<file path="src/logic/keccak_pkg.sv">
package keccak_pkg;

    // Output word geometry
    localparam int w            = 64;
    localparam int w_byte_size  = w / 8;
    // Bit position of the word field inside output_size
    localparam int w_bit_width  = 6;
    localparam int w_byte_width = 3;

    // Largest squeezed block, SHAKE128 rate in bits
    localparam int RATE_SHAKE128 = 1344;

    // Words in a full rate block per mode
    localparam int DEPTH_SHAKE128 = 21;
    localparam int DEPTH_SHAKE256 = 17;

    // Operation mode codes
    localparam logic [1:0] SHAKE128_MODE     = 2'b10;
    localparam logic [1:0] SHAKE256_MODE_VEC = 2'b11;

    // Datapath strobes from the dump controller
    typedef struct packed {
        logic buffer_we;
        logic shift_en;
        logic counter_load;
        logic counter_rst;
        logic bytes_reset;
        logic bytes_enable;
    } dump_ctrl_t;

    // One squeezed block plus its sizing information
    typedef struct packed {
        logic [RATE_SHAKE128-1:0] rate_block;
        // Requested output length in bits
        logic [31:0]              output_size;
        logic [1:0]               operation_mode;
        logic                     last_block;
    } dump_req_t;

endpackage

</file>
<file path="src/logic/piso_buffer.sv">
`timescale 1ns/10ps

module piso_buffer #(
    parameter int WORD_WIDTH = keccak_pkg::w,
    parameter int BUF_DEPTH  = keccak_pkg::RATE_SHAKE128 / keccak_pkg::w
) (
    input  logic                            clk,
    input  logic                            rst,
    input  logic                            write_enable,
    input  logic                            shift_enable,
    input  logic [WORD_WIDTH*BUF_DEPTH-1:0] data_in,
    output logic [WORD_WIDTH-1:0]           data_out
);

    // Word 0 sits at the output
    logic [BUF_DEPTH-1:0][WORD_WIDTH-1:0] words_q;

    always_ff @(posedge clk) begin
        if (rst) begin
            words_q <= '0;
        end else if (write_enable) begin
            // Lowest word of the block lands in slot 0
            words_q <= data_in;
        end else if (shift_enable) begin
            // Move everything down one slot, zero fill at the top
            words_q <= {{WORD_WIDTH{1'b0}}, words_q[BUF_DEPTH-1:1]};
        end
    end

    assign data_out = words_q[0];

endmodule

</file>
<file path="src/logic/dump_word_tracker.sv">
`timescale 1ns/10ps

module dump_word_tracker #(
    parameter int CNT_WIDTH = 5
) (
    input  logic                               clk,

    // Word countdown
    input  logic                               counter_rst,
    input  logic                               count_en,
    input  logic                               load_max,
    input  logic [CNT_WIDTH-1:0]               max_count,

    // Tail byte register
    input  logic                               bytes_reset,
    input  logic                               bytes_enable,
    input  logic [keccak_pkg::w_byte_width-1:0] tail_bytes,

    output logic                               last_word,
    output logic [keccak_pkg::w_byte_size-1:0]  byte_mask
);

    import keccak_pkg::*;

    // Words still to be emitted, including the one on the output
    logic [CNT_WIDTH-1:0]    count_q;
    // Valid bytes in the final word, zero means the word is full
    logic [w_byte_width-1:0] tail_q;
    logic                    partial_tail;

    always_ff @(posedge clk) begin
        if (counter_rst) begin
            count_q <= '0;
        end else if (load_max) begin
            count_q <= max_count;
        end else if (count_en && (count_q != '0)) begin
            count_q <= count_q - 1'b1;
        end
    end

    always_ff @(posedge clk) begin
        if (bytes_reset) begin
            tail_q <= '0;
        end else if (bytes_enable) begin
            tail_q <= tail_bytes;
        end
    end

    // One word left
    assign last_word = (count_q == CNT_WIDTH'(1));

    assign partial_tail = (tail_q != '0);

    // Lanes 0 to 7-n are past the requested length on the final word
    always_comb begin
        if (last_word && partial_tail) begin
            byte_mask = {w_byte_size{1'b1}} >> tail_q;
        end else begin
            byte_mask = '0;
        end
    end

endmodule

</file>
<file path="src/logic/dump_datapath.sv">
`timescale 1ns/10ps

module dump_datapath #(
    parameter int WORD_WIDTH = keccak_pkg::w,
    parameter int BUF_DEPTH  = keccak_pkg::RATE_SHAKE128 / keccak_pkg::w,
    parameter int CNT_WIDTH  = 5
) (
    input  logic                   clk,
    input  logic                   rst,
    input  keccak_pkg::dump_req_t  req,
    input  keccak_pkg::dump_ctrl_t ctrl,
    output logic                   last_word,
    output logic [WORD_WIDTH-1:0]  data_out
);

    import keccak_pkg::*;

    logic [CNT_WIDTH-1:0]    max_count;
    logic [CNT_WIDTH-1:0]    last_block_words;
    logic [w_byte_width-1:0] tail_bytes;
    logic [WORD_WIDTH-1:0]   buffer_word;
    logic [w_byte_size-1:0]  byte_mask;

    piso_buffer #(
        .WORD_WIDTH (WORD_WIDTH),
        .BUF_DEPTH  (BUF_DEPTH)
    ) u_piso_buffer (
        .clk          (clk),
        .rst          (rst),
        .write_enable (ctrl.buffer_we),
        .shift_enable (ctrl.shift_en),
        .data_in      (req.rate_block),
        .data_out     (buffer_word)
    );

    dump_word_tracker #(
        .CNT_WIDTH (CNT_WIDTH)
    ) u_dump_word_tracker (
        .clk          (clk),
        .counter_rst  (ctrl.counter_rst),
        .count_en     (ctrl.shift_en),
        .load_max     (ctrl.counter_load),
        .max_count    (max_count),
        .bytes_reset  (ctrl.bytes_reset),
        .bytes_enable (ctrl.bytes_enable),
        .tail_bytes   (tail_bytes),
        .last_word    (last_word),
        .byte_mask    (byte_mask)
    );

    // Byte field of the requested size
    // Partial final word only on a last block
    assign tail_bytes = req.last_block ? req.output_size[w_bit_width-1:3] : '0;

    // Whole words plus one for a partial tail
    assign last_block_words = CNT_WIDTH'(req.output_size[w_bit_width+5:w_bit_width])
                            + CNT_WIDTH'(tail_bytes != '0);

    always_comb begin
        if (req.last_block) begin
            max_count = last_block_words;
        end else begin
            case (req.operation_mode)
                SHAKE256_MODE_VEC: max_count = CNT_WIDTH'(DEPTH_SHAKE256);
                SHAKE128_MODE:     max_count = CNT_WIDTH'(DEPTH_SHAKE128);
                default:           max_count = CNT_WIDTH'(DEPTH_SHAKE128);
            endcase
        end
    end

    // Zero the lanes beyond the requested output
    always_comb begin
        for (int i = 0; i < w_byte_size; i++) begin
            data_out[i*8 +: 8] = byte_mask[i] ? 8'h00 : buffer_word[i*8 +: 8];
        end
    end

endmodule

</file>
<file path="src/logic/dump_control.sv">
`timescale 1ns/10ps

module dump_control (
    input  logic                   clk,
    input  logic                   rst,
    input  logic                   block_valid,
    input  logic                   last_block,
    input  logic                   words_nonzero,
    input  logic                   last_word,
    output keccak_pkg::dump_ctrl_t ctrl,
    output logic                   data_valid,
    output logic                   block_done,
    output logic                   idle
);

    import keccak_pkg::*;

    // ST_LOAD holds a block that carries no words at all
    typedef enum logic [1:0] {
        ST_IDLE,
        ST_LOAD,
        ST_SHIFT
    } state_t;

    state_t state_q;
    state_t state_d;
    logic   accept;
    logic   empty_block;
    logic   finish;

    always_ff @(posedge clk) begin
        if (rst) begin
            state_q <= ST_IDLE;
        end else begin
            state_q <= state_d;
        end
    end

    // Strobes outside idle are dropped
    assign accept      = (state_q == ST_IDLE) && block_valid;
    assign empty_block = last_block && !words_nonzero;

    always_comb begin
        state_d = state_q;
        case (state_q)
            ST_IDLE: begin
                if (block_valid) begin
                    state_d = empty_block ? ST_LOAD : ST_SHIFT;
                end
            end
            ST_LOAD: begin
                state_d = ST_IDLE;
            end
            ST_SHIFT: begin
                if (last_word) begin
                    state_d = ST_IDLE;
                end
            end
            default: begin
                state_d = ST_IDLE;
            end
        endcase
    end

    // Block ends on the final word, or straight away when empty
    assign finish = ((state_q == ST_SHIFT) && last_word) || (state_q == ST_LOAD);

    always_comb begin
        ctrl              = '0;
        ctrl.buffer_we    = accept;
        ctrl.counter_load = accept;
        ctrl.bytes_enable = accept;
        ctrl.shift_en     = (state_q == ST_SHIFT);
        // Clear the tracker once the block is out
        ctrl.counter_rst  = rst || finish;
        ctrl.bytes_reset  = rst || finish;
    end

    assign data_valid = (state_q == ST_SHIFT);
    assign block_done = finish;
    assign idle       = (state_q == ST_IDLE);

endmodule

</file>
<file path="src/logic/squeeze_dump_top.sv">
`timescale 1ns/10ps

module squeeze_dump_top #(
    parameter int WORD_WIDTH = keccak_pkg::w,
    parameter int BUF_DEPTH  = keccak_pkg::RATE_SHAKE128 / keccak_pkg::w,
    parameter int CNT_WIDTH  = 5
) (
    input  logic                  clk,
    input  logic                  rst,
    input  logic                  block_valid,
    input  keccak_pkg::dump_req_t req,
    output logic [WORD_WIDTH-1:0] data_out,
    output logic                  data_valid,
    output logic                  block_done,
    output logic                  idle
);

    import keccak_pkg::*;

    dump_ctrl_t ctrl;
    logic       last_word;
    logic       words_nonzero;

    // Word or byte field set means at least one word to send
    assign words_nonzero = (req.output_size[w_bit_width+5:3] != '0);

    dump_control u_dump_control (
        .clk           (clk),
        .rst           (rst),
        .block_valid   (block_valid),
        .last_block    (req.last_block),
        .words_nonzero (words_nonzero),
        .last_word     (last_word),
        .ctrl          (ctrl),
        .data_valid    (data_valid),
        .block_done    (block_done),
        .idle          (idle)
    );

    dump_datapath #(
        .WORD_WIDTH (WORD_WIDTH),
        .BUF_DEPTH  (BUF_DEPTH),
        .CNT_WIDTH  (CNT_WIDTH)
    ) u_dump_datapath (
        .clk       (clk),
        .rst       (rst),
        .req       (req),
        .ctrl      (ctrl),
        .last_word (last_word),
        .data_out  (data_out)
    );

endmodule

</file>
<file path="config.mk">
export PLATFORM = sky130hd
export DESIGN_NAME = squeeze_dump_top
export DESIGN_NICKNAME = d
export VERILOG_FILES = /design/src/logic/keccak_pkg.sv /design/src/logic/piso_buffer.sv /design/src/logic/dump_word_tracker.sv /design/src/logic/dump_datapath.sv /design/src/logic/dump_control.sv /design/src/logic/squeeze_dump_top.sv
export SDC_FILE = /design/constraint.sdc
export NUM_CORES = 2
export LEC_CHECK = 0
export ABC_AREA = 1
export BUFFER_PORTS_ARGS = -buffer_cell sky130_fd_sc_hd__buf_2
export CAP_MARGIN = 20
export CELL_PAD_IN_SITES_DETAIL_PLACEMENT = 0
export CELL_PAD_IN_SITES_GLOBAL_PLACEMENT = 1
export CORE_AREA = 2 2 558 560
export CTS_CLUSTER_DIAMETER = 100
export CTS_CLUSTER_SIZE = 40
export DETAILED_ROUTE_END_ITERATION = 6
export DIE_AREA = 0 0 560 562
export PLACE_DENSITY = 0.61
export SLEW_MARGIN = 10
export SYNTH_ARGS = -nofsm -noshare
export SYNTH_HDL_FRONTEND = slang
export SYNTH_HIERARCHICAL = 1
export SYNTH_SLANG_ARGS = --single-unit
</file>
<file path="constraint.sdc">
create_clock -name clk -period 4 [get_ports clk]
set_clock_uncertainty 0.1 [all_clocks]
set_input_delay 0.2 -clock clk [delete_from_list [all_inputs] [get_ports clk]]
set_output_delay 0.2 -clock clk [all_outputs]
set_load 0.1 [all_outputs]
</file>
# Word-level counts from Yosys, hierarchy flattened

Index checks and enable logic that the tools add are counted.

Add/subtract/negate cells: 2
Multipliers: 0
Divide/modulo/power cells: 0
Magnitude comparators: 0
Eq/ne operators: 6
Shifts and indexed selects: 1
Mux-type cells: 20
Bitwise gates (word level): 0
Reductions and logical operators: 16

Operator list:

| kind                                                                  | count |
|---|---|
| 1344-bit 2-to-1 mux                                                   | 2 |
| 8-bit 2-to-1 mux                                                      | 9 |
| 5-bit 2-to-1 mux                                                      | 3 |
| 9-bit nonzero test                                                    | 1 |
| 8-bit by 3-bit >> shifter with 8-bit output, first input constant     | 1 |
| 2-bit 2-to-1 mux                                                      | 3 |
| 3-bit 2-to-1 mux                                                      | 2 |
| 3-bit nonzero test                                                    | 2 |
| 5-bit by 1-bit adder with 5-bit output                                | 1 |
| 5-bit by 1-bit equality test with 1-bit output, second input constant | 1 |
| 1-bit logical AND                                                     | 5 |
| 5-bit nonzero test                                                    | 1 |
| 5-bit by 1-bit subtractor with 5-bit output, second input constant    | 1 |
| 2-bit equality test, second input constant                            | 2 |
| 2-bit != test, second input constant                                  | 2 |
| 2-bit case mux with 2 select lines                                    | 1 |
| 2-bit nonzero test                                                    | 2 |
| 2-bit by 1-bit equality test with 1-bit output, second input constant | 1 |
| 2-bit zero test                                                       | 1 |
| 1-bit logical OR                                                      | 2 |
| 2-bit AND reduction                                                   | 1 |
| 1-bit zero test                                                       | 1 |

Register bits: 1,354
Latch bits: 0
Bits in writable memories: 0
Bits in read-only memories: 0
Input bits: 1,382
Output and inout port bits: 67
Word-level logic and storage cells: 69
Memories: 0

# Depth between registers and ports, before layout

Word-level depth: 6
Depth in mapped cells: 13
Depth with buffers taken out: 11

# Modules after synthesis

Netlist, hierarchy kept.

By module, submodules not included:

| module            | instances | cells each | area each (um^2) | seq. area each (um^2) |
|---|---|---|---|---|
| piso_buffer       | 1         | 10,016     | 64,286.7         | 26,905.8 |
| dump_datapath     | 1         | 168        | 675.6            | 0.0 |
| dump_word_tracker | 1         | 84         | 541.8            | 160.2 |
| dump_control      | 1         | 24         | 162.7            | 40.0 |
| squeeze_dump_top  | 1         | 7          | 30.0             | 0.0 |

# Least setup slack after synthesis

Ideal clock, no wire load.

Path type: register to output
Start point: register u_dump_control.state_q[0]
End point: output port block_done
Arrival: 2.520 ns
Required time: 3.700 ns
Setup slack: 1.180 ns
Stages on the path, launching flop included: 3
Path buffers: 0
Cell sequence: dfxtp_1 inv_1 o21ai_0

Longest elaborated chain between the ends: 3
Elaborated cells on any way between the ends: 4
Classes of those cells: eq/ne: 2; reduce/logical: 2

Ends and longest elaborated chain:

| element                | line                   | text |
|---|---|---|
| from (decl)            | dump_control.sv:25     | `state_t state_q;` |
| from (signal assigned) | dump_control.sv:35     | `state_q <= state_d;` |
| 2-bit equality test    | dump_control.sv:66     | `assign finish = ((state_q == ST_SHIFT) && last_word) \|\| (state_q == ST_LOAD);` |
| 1-bit logical AND      | dump_control.sv:66     |  |
| 1-bit logical OR (*)   | dump_control.sv:66     |  |
| to (decl)              | squeeze_dump_top.sv:14 | `output logic block_done,` |

Mark *: on every way between the ends. The rest lies on a longest branch, timed or not.

==> metrics.md <==
| Metric | Value |
|---|---|
| Outcome | `completed` |
| R2R depth | `9` |
| Synthesized area per cell | `6.38 sq um` |
| Die H | `562 microns` |
| Fin. max-slew vios | `0` |
| CTS-repair resized insts | `0` |
| Final Hold Violating Endpoints | `0` |
| Hold depth | `6` |
| Initial DRC count | `6129` |
| First-pass GRT wire length | `496000 microns` |
| Row count | `204` |
| Initial Util | `21.3%` |
| Postcts setup bufs | `0` |
| Vias in the first global route | `71132` |
| Reg2Reg Setup Slack | `600 ps` |
| Clock Sinks | `1354` |
| CTS Root Cell | `clkbuf_16` |
| CTS tree | `yes` |
| Routed vias | `74587` |
| Worst hold path class | `in -> reg` |
| Gr usage total | `21.2%` |
| Maximum clock path buffer count | `4` |
| RSZ-0062 raised after global routing | `false` |
| Critical Path Start Type | `flop` |
| Fin crit share | `85.1%` |
| Hold_sp | `req[1243]` |
| Final period demand of the worst path | `3400 ps` |
| Syn Nets | `11685` |
| Drt wl/cell | `20.5 microns` |
| Half-perimeter wire length after placement | `259000 microns` |
| Dpl cell area | `75500 sq um` |
| Setup_tns | `0 ps` |
| Area Overhead vs Synth | `44.8%` |
| GP Congestion | `0.870` |
| Final Power | `36.6 mW` |
| Initial antenna violation count | `143` |
| Least-Margin Pin Slew | `929 ps` |
| Final setup violating endpoints | `0` |
| Post-Synthesis Cells | `10299` |
| Reg2reg end | `u_dump_datapath/u_piso_buffer/words_q[126]$_SDFFE_PP0P_` |
| Synth top area share | `41.3%` |
| Drt first pass iters | `5` |
| I/O Pins | `1449` |
| Area contributors post-synth | `dfxtp_1, nand2_1, nand3_1, inv_1, buf_2` |
| Total die area | `315000 sq um` |
| FF+latch count, synth | `1354` |
| RR Startpoint | `u_dump_control/state_q[0]$_SDFFE_PP0P_` |
| Filler cell count in the final layout | `34662` |
| FMAX | `294 MHz` |
| Via density per instance | `4.37` |
| Sequential share of the synthesized area | `41.3%` |
| PD cells | `384 nW/um^2` |
| Critical Path End Type | `flop` |
| GRT overflow | `0` |
| Die Wd | `560 microns` |
| Yosys cell types | `31` |
| Nets@finish | `14159` |
| CP Class | `reg -> reg` |
| Post-synth ARST share | `0%` |
| Post-route cell area | `95200 sq um` |
| DRC viols | `0` |
| # H-tree levels | `3` |
| Synth Cell Area | `65700 sq um` |
| Relative slew slack | `38.0%` |
| Cells after DPL | `15209` |
| Area of the multi-input gates | `28800 sq um` |
| Crit-path max FO | `55` |
| Hold EP | `u_dump_datapath/u_piso_buffer/words_q[1208]$_SDFFE_PP0P_` |
| VDD IR-drop max | `0.329 mV` |
| Layout cells sized above 1 | `13.9%` |
| TritonCTS buffer count | `94` |
| Yosys top cell by area | `dfxtp_1` |
| Most common cell in the netlist | `nand2_1` |
| Min Hold Slack | `98.4 ps` |
| Cts hold-fix bufs | `1588` |
| Post-route insts no fill | `17052` |
| Synth top cells by count | `nand2_1, nand3_1, inv_1` |
| Routed Antenna Nets | `0` |
| Cell leakage power | `50.6 nW` |
| Max-cap viol count | `0` |
| Number of synthesized flops with an enable pin | `0` |
| Core area | `308000 sq um` |
| Required time worst endpoint | `4640 ps` |
| Reg area | `27100 sq um` |
| Routed WL | `349000 microns` |
| Worst-path clk slew | `130 ps` |
| Yosys warns | `6` |
| Prevailing post-synth register cell | `dfxtp_1` |
| Largest net degree at the start of global routing | `177` |
| IO Port Bufs | `1425` |
| Clock Latency Late Sink | `860 ps` |
| Critical Path AT | `4040 ps` |
layer usage:
metal  global-route usage, %  vias to the layer above  wire length [microns]
met3                    2.75                      461                  17800
met4                    6.31                       50                  10900
met1                    27.2                    35034                 152000
met5                       0                        -                    303
li1                        -                    36763                      -
met2                    36.6                     2279                 168000
area by class of cell:
class / instances / area share, %
clock inverters: 71 / 1.15
clock buffers: 99 / 2.56
well taps: 4120 / 5.42
multi-input cells: 6759 / 30.3
flip-flops and latches: 1354 / 28.5
repair buffers: 3188 / 26.4
inverters: 1376 / 5.46
diodes: 85 / 0.224
logic make-up after synthesis:
kind of cell               synth area share, %
and+or+nand+nor                           43.1
buffers and inverters                     14.9
DFF                                       41.3
AOI/OAI and AO/OA                        0.678
adders and majority gates               0.0762
other                                  0.00571
cell usage in the layout, fill, tap and decap left out, types with 8 or more instances in the layout:
cell and instances:
buf_4 112, diode_2 85, inv_1 1368, clkbuf_16 96, inv_6 10, clkinv_8 8
a21oi_1 70, buf_2 1424, nand3_1 2564, dfxtp_1 1354, inv_8 14, bufinv_16 8
nor2_1 81, nand2_1 4006, inv_12 9, dlygate4sd3_1 1588, buf_12 64
registers in the layout (all words and copies together), names as in the netlist:
name / cells
u_dump_datapath/u_dump_word_tracker/tail_q: 3
u_dump_datapath/u_piso_buffer/words_q: 1280
u_dump_datapath/u_piso_buffer/data_out: 64
u_dump_control/state_q: 2
u_dump_datapath/u_dump_word_tracker/count_q: 5
worst max-delay path: stages, from the launching register on:
cell	delay, ps
dfxtp_1	430
nor2_2	70
nand2_1	190
inv_8	230
nor2_4	630
buf_4	500
buf_12	300
nand2_1	90
a21oi_1	140
dlygate4sd3_1	550
power breakdown:
part | internal (mW) | switching [mW]
sequential | 14.6 | 0.889
combinational | 3.48 | 5.82
clock | 5.37 | 6.37
per-stage QoR:
stage	setup WS (ps)	util (%)
after global routing	439	30.8
after CTS	496	30.8
after detailed placement	1010	24.5
after global placement	1010	24.5
after floorplan	1180	-
final	595	30.9
worst max path at each step:
stage / slack [ps] / cells past startpoint / end / startpoint
detailed placement: 1010 / 11 / u_dump_datapath/u_piso_buffer/words_q[590]$_SDFFE_PP0P_ / u_dump_control/state_q[0]$_SDFFE_PP0P_
floorplan: 1180 / 2 / block_done / u_dump_control/state_q[0]$_SDFFE_PP0P_
global route: 440 / 9 / u_dump_datapath/u_piso_buffer/words_q[126]$_SDFFE_PP0P_ / u_dump_control/state_q[0]$_SDFFE_PP0P_
finish: 600 / 9 / u_dump_datapath/u_piso_buffer/words_q[126]$_SDFFE_PP0P_ / u_dump_control/state_q[0]$_SDFFE_PP0P_
global placement: 1010 / 11 / u_dump_datapath/u_piso_buffer/words_q[662]$_SDFFE_PP0P_ / u_dump_control/state_q[0]$_SDFFE_PP0P_
CTS: 500 / 9 / data_out[52] / u_dump_datapath/u_dump_word_tracker/count_q[0]$_SDFFE_PP0P_
Power figures use the tool's default switching activity.
